$ cat config.mk
export PLATFORM = sky130hd
export DESIGN_NAME = spi_host_top
export DESIGN_NICKNAME = d
export VERILOG_FILES = /design/src/source/spi_pkg.sv /design/src/source/spi_host_top.sv /design/src/source/spi_apb_regs.sv /design/src/source/spi_shift_engine.sv /design/src/source/spi_clock_gen.sv /design/src/source/spi_fifo.sv
export SDC_FILE = /design/constraint.sdc
export NUM_CORES = 1
export LEC_CHECK = 0
export BUFFER_PORTS_ARGS = -buffer_cell sky130_fd_sc_hd__buf_2
export CORE_ASPECT_RATIO = 1.4
export CORE_MARGIN = 8
export CORE_UTILIZATION = 45
export DETAILED_ROUTE_END_ITERATION = 10
export GPL_ROUTABILITY_DRIVEN = 0
export GPL_TIMING_DRIVEN = 0
export HOLD_SLACK_MARGIN = 0.1
export PLACE_DENSITY = 0.67
export SETUP_SLACK_MARGIN = 0.02
export SYNTH_ARGS = -nofsm -noshare
export SYNTH_HDL_FRONTEND = slang
export SYNTH_HIERARCHICAL = 1
export SYNTH_SLANG_ARGS = --single-unit
export TNS_END_PERCENT = 100
$ cat constraint.sdc
create_clock -name clk -period 2.8 [get_ports clk]
set_clock_uncertainty 0.1 [all_clocks]
set_input_delay 0.56 -clock clk [delete_from_list [all_inputs] [get_ports clk]]
set_output_delay 0.56 -clock clk [all_outputs]
set_load 0.02 [all_outputs]
$ cat src/source/spi_pkg.sv
//////////////////////////////////////////////////////////////////////
// SPI host shared types: queue items, pin bundle, APB bus and
// register map
//////////////////////////////////////////////////////////////////////
package spi_pkg;

    // Transmit queue entry, hold keeps chip select low after the byte
    typedef struct packed {
        logic       hold;   // Bit 8 of TXDATA
        logic [7:0] data;
    } spi_tx_item_t;

    typedef struct packed {
        logic [7:0] data;
    } spi_rx_item_t;

    // Serial pins leaving the chip
    typedef struct packed {
        logic sclk;
        logic mosi;
        logic cs_n;     // Active low
    } spi_pins_t;

    typedef struct packed {
        logic        psel;
        logic        penable;
        logic        pwrite;
        logic [7:0]  paddr;
        logic [31:0] pwdata;
    } apb_req_t;

    typedef struct packed {
        logic        pready;
        logic        pslverr;
        logic [31:0] prdata;
    } apb_rsp_t;

    // Register byte offsets
    localparam logic [7:0] REG_TXDATA = 8'h00;
    localparam logic [7:0] REG_RXDATA = 8'h04;
    localparam logic [7:0] REG_STATUS = 8'h08;
    localparam logic [7:0] REG_CTRL   = 8'h0C;

endpackage
$ cat src/source/spi_host_top.sv
//////////////////////////////////////////////////////////////////////
// APB SPI host: register block, two queues, clock divider and engine
//////////////////////////////////////////////////////////////////////
`timescale 1ns/1ns

module spi_host_top #(
    parameter int CLK_DIV    = 4,
    parameter int FIFO_DEPTH = 4
) (
    input  logic               clk,
    input  logic               rst,
    input  spi_pkg::apb_req_t  apb_req,
    output spi_pkg::apb_rsp_t  apb_rsp,
    output spi_pkg::spi_pins_t pins,
    input  logic               miso
);

    spi_pkg::spi_tx_item_t push_item;   // APB to transmit queue
    spi_pkg::spi_tx_item_t head_item;   // Transmit queue to engine
    spi_pkg::spi_rx_item_t eng_item;    // Engine to receive queue
    spi_pkg::spi_rx_item_t rd_item;     // Receive queue to APB
    logic tx_push, tx_full, tx_empty, tx_valid, tx_ready;
    logic rx_push, rx_ready, rx_valid, rx_pop, rx_full;
    logic enable, lsb_first, busy;
    logic run, sclk, rise_stb, fall_stb;

    spi_apb_regs u_regs (
        .clk       (clk),
        .rst       (rst),
        .apb_req   (apb_req),
        .apb_rsp   (apb_rsp),
        .tx_full   (tx_full),
        .tx_empty  (tx_empty),
        .tx_push   (tx_push),
        .tx_item   (push_item),
        .rx_valid  (rx_valid),
        .rx_item   (rd_item),
        .rx_full   (rx_full),
        .rx_pop    (rx_pop),
        .busy      (busy),
        .enable    (enable),
        .lsb_first (lsb_first)
    );

    spi_fifo #(.payload_t(spi_pkg::spi_tx_item_t), .DEPTH(FIFO_DEPTH)) u_tx_fifo (
        .clk (clk), .rst (rst),
        .wr_valid (tx_push), .wr_data (push_item), .wr_ready (),
        .rd_valid (tx_valid), .rd_ready (tx_ready), .rd_data (head_item),
        .full (tx_full), .empty (tx_empty)
    );

    spi_fifo #(.payload_t(spi_pkg::spi_rx_item_t), .DEPTH(FIFO_DEPTH)) u_rx_fifo (
        .clk (clk), .rst (rst),
        .wr_valid (rx_push), .wr_data (eng_item), .wr_ready (rx_ready),
        .rd_valid (rx_valid), .rd_ready (rx_pop), .rd_data (rd_item),
        .full (rx_full), .empty ()
    );

    spi_clock_gen #(.CLK_DIV(CLK_DIV)) u_clk_gen (
        .clk (clk), .rst (rst), .run (run),
        .sclk (sclk), .rise_stb (rise_stb), .fall_stb (fall_stb)
    );

    spi_shift_engine u_engine (
        .clk (clk), .rst (rst), .enable (enable), .lsb_first (lsb_first),
        .tx_valid (tx_valid), .tx_item (head_item), .tx_ready (tx_ready),
        .rx_valid (rx_push), .rx_item (eng_item), .rx_ready (rx_ready),
        .run (run), .rise_stb (rise_stb), .fall_stb (fall_stb), .sclk (sclk),
        .miso (miso), .pins (pins), .busy (busy)
    );

endmodule

$ cat src/source/spi_apb_regs.sv
//////////////////////////////////////////////////////////////////////
// APB register front end: data, status and control registers
//////////////////////////////////////////////////////////////////////
`timescale 1ns/1ns

module spi_apb_regs (
    input  logic                  clk,
    input  logic                  rst,
    input  spi_pkg::apb_req_t     apb_req,
    output spi_pkg::apb_rsp_t     apb_rsp,
    input  logic                  tx_full,
    input  logic                  tx_empty,
    output logic                  tx_push,
    output spi_pkg::spi_tx_item_t tx_item,
    input  logic                  rx_valid,
    input  spi_pkg::spi_rx_item_t rx_item,
    input  logic                  rx_full,
    output logic                  rx_pop,
    input  logic                  busy,
    output logic                  enable,
    output logic                  lsb_first
);

    logic        access;
    logic        wr_acc;
    logic        rd_acc;
    logic        hit_tx;
    logic        hit_rx;
    logic        hit_ctrl;
    logic        tx_err;
    logic        rx_err;
    logic        rx_empty;
    logic [31:0] rd_mux;
    logic        enable_q;
    logic        lsb_q;

    // Access phase of a zero wait state transfer
    assign access = apb_req.psel && apb_req.penable;
    assign wr_acc = access && apb_req.pwrite;
    assign rd_acc = access && !apb_req.pwrite;

    assign hit_tx   = (apb_req.paddr == spi_pkg::REG_TXDATA);
    assign hit_rx   = (apb_req.paddr == spi_pkg::REG_RXDATA);
    assign hit_ctrl = (apb_req.paddr == spi_pkg::REG_CTRL);

    assign rx_empty = !rx_valid;

    // Failing accesses leave the queues untouched
    assign tx_err  = wr_acc && hit_tx && tx_full;
    assign rx_err  = rd_acc && hit_rx && rx_empty;
    assign tx_push = wr_acc && hit_tx && !tx_full;
    assign rx_pop  = rd_acc && hit_rx && rx_valid;

    assign tx_item = '{hold: apb_req.pwdata[8], data: apb_req.pwdata[7:0]};

    assign enable    = enable_q;
    assign lsb_first = lsb_q;

    always_ff @(posedge clk or posedge rst) begin
        if (rst) begin
            enable_q <= 1'b0;
            lsb_q    <= 1'b0;
        end else if (wr_acc && hit_ctrl) begin
            enable_q <= apb_req.pwdata[0];
            lsb_q    <= apb_req.pwdata[1];
        end
    end

    // Read mux
    always_comb begin
        rd_mux = '0;
        case (apb_req.paddr)
            spi_pkg::REG_RXDATA: begin
                if (rx_valid)
                    rd_mux[7:0] = rx_item.data;
            end
            spi_pkg::REG_STATUS: begin
                rd_mux[0] = tx_full;
                rd_mux[1] = tx_empty;
                rd_mux[2] = rx_full;
                rd_mux[3] = rx_empty;
                rd_mux[4] = busy;
            end
            spi_pkg::REG_CTRL: begin
                rd_mux[0] = enable_q;
                rd_mux[1] = lsb_q;
            end
            default: rd_mux = '0;   // TXDATA and holes read zero
        endcase
    end

    assign apb_rsp.pready  = 1'b1;
    assign apb_rsp.pslverr = tx_err || rx_err;
    assign apb_rsp.prdata  = rd_acc ? rd_mux : '0;

    // Every access phase follows a setup phase
    a_apb_setup: assert property (@(posedge clk) disable iff (rst)
        access |-> $past(apb_req.psel && !apb_req.penable));

endmodule

$ cat src/source/spi_shift_engine.sv
//////////////////////////////////////////////////////////////////////
// SPI mode 0 frame engine: pops transmit bytes, shifts them out on
// MOSI while sampling MISO, and pushes each received byte
//////////////////////////////////////////////////////////////////////
`timescale 1ns/1ns

module spi_shift_engine (
    input  logic                  clk,
    input  logic                  rst,
    input  logic                  enable,
    input  logic                  lsb_first,
    input  logic                  tx_valid,
    input  spi_pkg::spi_tx_item_t tx_item,
    output logic                  tx_ready,
    output logic                  rx_valid,
    output spi_pkg::spi_rx_item_t rx_item,
    input  logic                  rx_ready,
    output logic                  run,
    input  logic                  rise_stb,
    input  logic                  fall_stb,
    input  logic                  sclk,
    input  logic                  miso,
    output spi_pkg::spi_pins_t    pins,
    output logic                  busy
);

    typedef enum logic [1:0] {
        ST_IDLE,
        ST_LOAD,
        ST_SHIFT,
        ST_FINISH
    } state_t;

    state_t      state;
    logic [7:0]  tx_sr;
    logic [7:0]  rx_sr;
    logic [3:0]  bit_cnt;      // Rising edges seen, 0 to 8
    logic        hold_q;
    logic        lsb_q;
    logic        cs_n_q;
    logic        mosi_q;
    logic        start;

    // No frame starts unless its answer has room in the receive queue
    assign start    = (state == ST_IDLE) && enable && tx_valid && rx_ready;
    assign tx_ready = start;
    assign run      = (state == ST_SHIFT);
    assign busy     = (state != ST_IDLE);
    assign rx_valid = (state == ST_FINISH);
    assign rx_item  = '{data: rx_sr};
    assign pins     = '{sclk: sclk, mosi: mosi_q, cs_n: cs_n_q};

    always_ff @(posedge clk or posedge rst) begin
        if (rst) begin
            state   <= ST_IDLE;
            bit_cnt <= '0;
            hold_q  <= 1'b0;
            lsb_q   <= 1'b0;
            cs_n_q  <= 1'b1;
            mosi_q  <= 1'b0;
        end else begin
            case (state)
                ST_IDLE: begin
                    if (start) begin
                        hold_q <= tx_item.hold;
                        lsb_q  <= lsb_first;   // Bit order fixed per byte
                        state  <= ST_LOAD;
                    end else if (!enable) begin
                        cs_n_q <= 1'b1;        // Disable ends a held frame
                        mosi_q <= 1'b0;
                    end
                end

                ST_LOAD: begin
                    // Chip select falls with the first bit already on MOSI
                    cs_n_q  <= 1'b0;
                    mosi_q  <= lsb_q ? tx_sr[0] : tx_sr[7];
                    bit_cnt <= '0;
                    state   <= ST_SHIFT;
                end

                ST_SHIFT: begin
                    if (rise_stb)
                        bit_cnt <= bit_cnt + 1'b1;
                    if (fall_stb) begin
                        if (bit_cnt == 4'd8)
                            state <= ST_FINISH;
                        else
                            mosi_q <= lsb_q ? tx_sr[1] : tx_sr[6];  // Next bit
                    end
                end

                ST_FINISH: begin
                    if (rx_ready) begin
                        state <= ST_IDLE;
                        if (!hold_q) begin
                            cs_n_q <= 1'b1;
                            mosi_q <= 1'b0;
                        end
                    end
                end

                default: state <= ST_IDLE;
            endcase
        end
    end

    // Shift registers, data path only
    always_ff @(posedge clk) begin
        if (start)
            tx_sr <= tx_item.data;
        else if (run && fall_stb)
            tx_sr <= lsb_q ? (tx_sr >> 1) : (tx_sr << 1);

        if (run && rise_stb)
            rx_sr <= lsb_q ? {miso, rx_sr[7:1]} : {rx_sr[6:0], miso};
    end

    // The serial clock only runs inside a selected frame
    a_cs_during_run: assert property (@(posedge clk) disable iff (rst)
        run |-> !cs_n_q);

    // Every pushed byte saw exactly eight rising edges
    a_full_byte: assert property (@(posedge clk) disable iff (rst)
        rx_valid |-> (bit_cnt == 4'd8) && $past(fall_stb));

endmodule

$ cat src/source/spi_clock_gen.sv
//////////////////////////////////////////////////////////////////////
// Serial clock divider with edge strobes for the shift engine
//////////////////////////////////////////////////////////////////////
`timescale 1ns/1ns

module spi_clock_gen #(
    parameter int CLK_DIV = 4
) (
    input  logic clk,
    input  logic rst,
    input  logic run,
    output logic sclk,
    output logic rise_stb,
    output logic fall_stb
);

    localparam int HALF = CLK_DIV / 2;
    localparam int CW   = (HALF > 1) ? $clog2(HALF) : 1;

    logic [CW-1:0] cnt;
    logic          toggle;

    // Strobes mark the system clock edge on which sclk changes
    assign toggle   = run && (cnt == CW'(HALF - 1));
    assign rise_stb = toggle && !sclk;
    assign fall_stb = toggle && sclk;

    always_ff @(posedge clk or posedge rst) begin
        if (rst) begin
            cnt  <= '0;
            sclk <= 1'b0;
        end else if (!run) begin
            cnt  <= '0;       // Park low between frames
            sclk <= 1'b0;
        end else if (toggle) begin
            cnt  <= '0;
            sclk <= ~sclk;
        end else begin
            cnt  <= cnt + 1'b1;
        end
    end

    // Strobes are exclusive and sclk stays high for half a serial period
    a_strobe_order: assert property (@(posedge clk) disable iff (rst)
        rise_stb |-> !fall_stb ##HALF (fall_stb || !run));

endmodule

$ cat src/source/spi_fifo.sv
//////////////////////////////////////////////////////////////////////
// Synchronous circular queue whose payload type is chosen per instance
//////////////////////////////////////////////////////////////////////
`timescale 1ns/1ns

module spi_fifo #(
    parameter type payload_t = logic [7:0],
    parameter int  DEPTH     = 4
) (
    input  logic     clk,
    input  logic     rst,
    input  logic     wr_valid,
    input  payload_t wr_data,
    output logic     wr_ready,
    output logic     rd_valid,
    input  logic     rd_ready,
    output payload_t rd_data,
    output logic     full,
    output logic     empty
);

    localparam int AW = (DEPTH > 1) ? $clog2(DEPTH) : 1;
    localparam int CW = $clog2(DEPTH + 1);

    payload_t        mem [DEPTH];
    logic [AW-1:0]   wr_ptr;
    logic [AW-1:0]   rd_ptr;
    logic [CW-1:0]   count;
    logic            push;
    logic            pop;

    assign full     = (count == CW'(DEPTH));
    assign empty    = (count == '0);
    assign wr_ready = !full;
    assign rd_valid = !empty;
    assign rd_data  = mem[rd_ptr];   // Head of queue with no read latency

    assign push = wr_valid && wr_ready;
    assign pop  = rd_valid && rd_ready;

    always_ff @(posedge clk or posedge rst) begin
        if (rst) begin
            wr_ptr <= '0;
            rd_ptr <= '0;
            count  <= '0;
        end else begin
            if (push)
                wr_ptr <= (wr_ptr == AW'(DEPTH - 1)) ? '0 : wr_ptr + 1'b1;
            if (pop)
                rd_ptr <= (rd_ptr == AW'(DEPTH - 1)) ? '0 : rd_ptr + 1'b1;
            if (push && !pop)
                count <= count + 1'b1;
            else if (pop && !push)
                count <= count - 1'b1;
        end
    end

    always_ff @(posedge clk) begin
        if (push)
            mem[wr_ptr] <= wr_data;
    end

    // A full queue keeps its head entry until it is popped
    a_no_overflow: assert property (@(posedge clk) disable iff (rst)
        full && !pop |=> $stable(rd_data));

endmodule

==> results.tsv <==
metric	value	unit
max_stage_delay	0.42	ns
dpl.hpwl	7140	um
drt_wl_total	9480	um
first_pass_iters	5	
clock.fmax	0.375	GHz
hold_viol_final	0	
rsz0062_at_grt	yes	
avgSynthCellArea	14.5	um^2
min_path_type	in -> reg	
ios	83	
fin_area	6240	um^2
r2r_cells	10	
cp_slowest_cell	mux4_2	
powerDensity	691	nW/um^2
die_w	109	um
antenna_found_initial	0	
num_antenna_cells	0	
crit_arrival	2.01	ns
core_area	12100	um^2
die_h	147	um
period_needed	2.67	ns
worstPathMaxFanout	9	
grt_use_total	0.122	
grt_pass1_wl	15100	um
rows	48	
cp_num_buf_inv	2	
netlist_area	5490	um^2
cts_tree	built	
path_delay_family	buffers and inverters	
maxCapViolCount	0	
routedWlPerCell	15.8	um
crit_cells	5	
ctsLongestPathBuffers	2	
fin_util	0.514	
dieArea	16000	um^2
viasPerCell	4.97	
slew_violations	0	
grt_max_degree	21	
worst_pin_slew	0.507	ns
end_kind	output pin	
criticalPathCategory	reg -> out	
ys_warn_count	6	
num-nets-final	510	
slew-limit-headroom	0.662	
crit_path_start_kind	register	
required	2.14	ns
htreeDepth	3	
setup-tns-final	0	ns
clkTransAtPathRegs	0.08	ns
setup_violations	0	
drive_above_1_share	0.355	
placedCellCount	578	
clock_latency	0.34	ns
cp_cell_sequence	clkbuf_1, mux4_2, a22oi_1, nor3_1, buf_2	
numPortBuffers	27	
drc_errors	0	
numCtsBuffers	9	
final_common_cell	edfxtp_1	
start_util	0.453	
clock-root-buffer	clkbuf_16	
syn_to_final_growth	13.5	%
postRouteAntennaNets	0	
final_cell_count_no_fill	598	
final_cell_mix	84 x edfxtp_1, 42 x buf_4, 32 x buf_2, 26 x dfrtp_1	
status	completed	
gr-total-overflow	0	
peakVddDrop	0.000349	V
fin_crit_sh	0.953	
leakagePower	2.50	nW
hold_depth	1	
placed_area	5900	um^2
vias	2972	
synthCells	378	
grt_pass1_vias	3015	
drt_iter0_drc	100	
clock-sinks	112	
state kept, by name, indices dropped and copies added, names as in the netlist, 3 cells and up:
name and count:
u_rx_fifo/mem 32, u_engine/tx_sr 8, u_tx_fifo/count 3, u_engine/rx_item 8, u_rx_fifo/count 3, u_engine/bit_cnt 4, u_tx_fifo/mem 36
report_power, final:
part	switching, mW	internal, mW	leakage, nW	total [mW]
clock network	0.597	0.630	0.143	1.23
registers	0.122	1.98	1.11	2.10
logic	0.508	0.474	1.25	0.981
metrics by stage:
step / hold slack, ns / power, mW / setup slack [ns]
after floorplan: 0.201 / 2.90 / 0.175
after global placement: 0.370 / 3.07 / -0.202
after detailed placement: 0.386 / 3.12 / -0.208
after CTS: 0.299 / 4.35 / 0.0377
after global routing: 0.298 / 4.52 / -0.0101
final: 0.309 / 4.31 / 0.132
routing by layer:
metal / vias to the layer above / wire length (um) / global-route usage
li1: 1431 / - / -
met1: 1461 / 3770 / 0.136
met2: 70 / 5040 / 0.221
met3: 10 / 527 / 0.0224
met4: 0 / 137 / 0.0468
met5: - / 0 / 0
timing repair:
action | CTS | global route
resized for setup | 1 | 4
endpoints found under the hold margin | 4 | 0
pin swaps | 0 | 2
hold buffers | 1 | 0
endpoints found under the setup margin | 2 | 6
setup buffers | 0 | 3
layout make-up:
type / count / area [um^2]
Fill cell: 1027 / 5900
Sequential cell: 112 / 3230
Multi-Input combinational cell: 217 / 1920
Buffer: 48 / 352
Clock buffer: 10 / 229
Tap cell: 150 / 188
Timing Repair Buffer: 31 / 168
Inverter: 24 / 90.1
Clock inverter: 6 / 60.1
worst paths after layout:
| check | startpoint | slack (ns) | end |
|---|---|---|---|
| worst max-delay path | u_rx_fifo/rd_ptr[1]$_DFFE_PP0P_ | 0.13 | apb_rsp[1] |
| worst min-delay path | apb_req[5] | 0.31 | u_tx_fifo/mem[2][5]$_DFFE_PP_ |
| worst max register to register | u_engine/state[1]$_DFFE_PP0P_ | 0.19 | u_tx_fifo/count[1]$_DFFE_PP0P_ |
| worst min register to register | u_rx_fifo/count[2]$_DFFE_PP0P_ | 0.40 | u_rx_fifo/count[2]$_DFFE_PP0P_ |
| max in group asynchronous | rst | 1.59 | u_engine/cs_n_q$_DFFE_PP1P_ |
| min in group asynchronous | rst | 0.58 | u_clk_gen/cnt$_DFF_PP0_ |
Note: power is estimated with default switching activity, not from simulation.
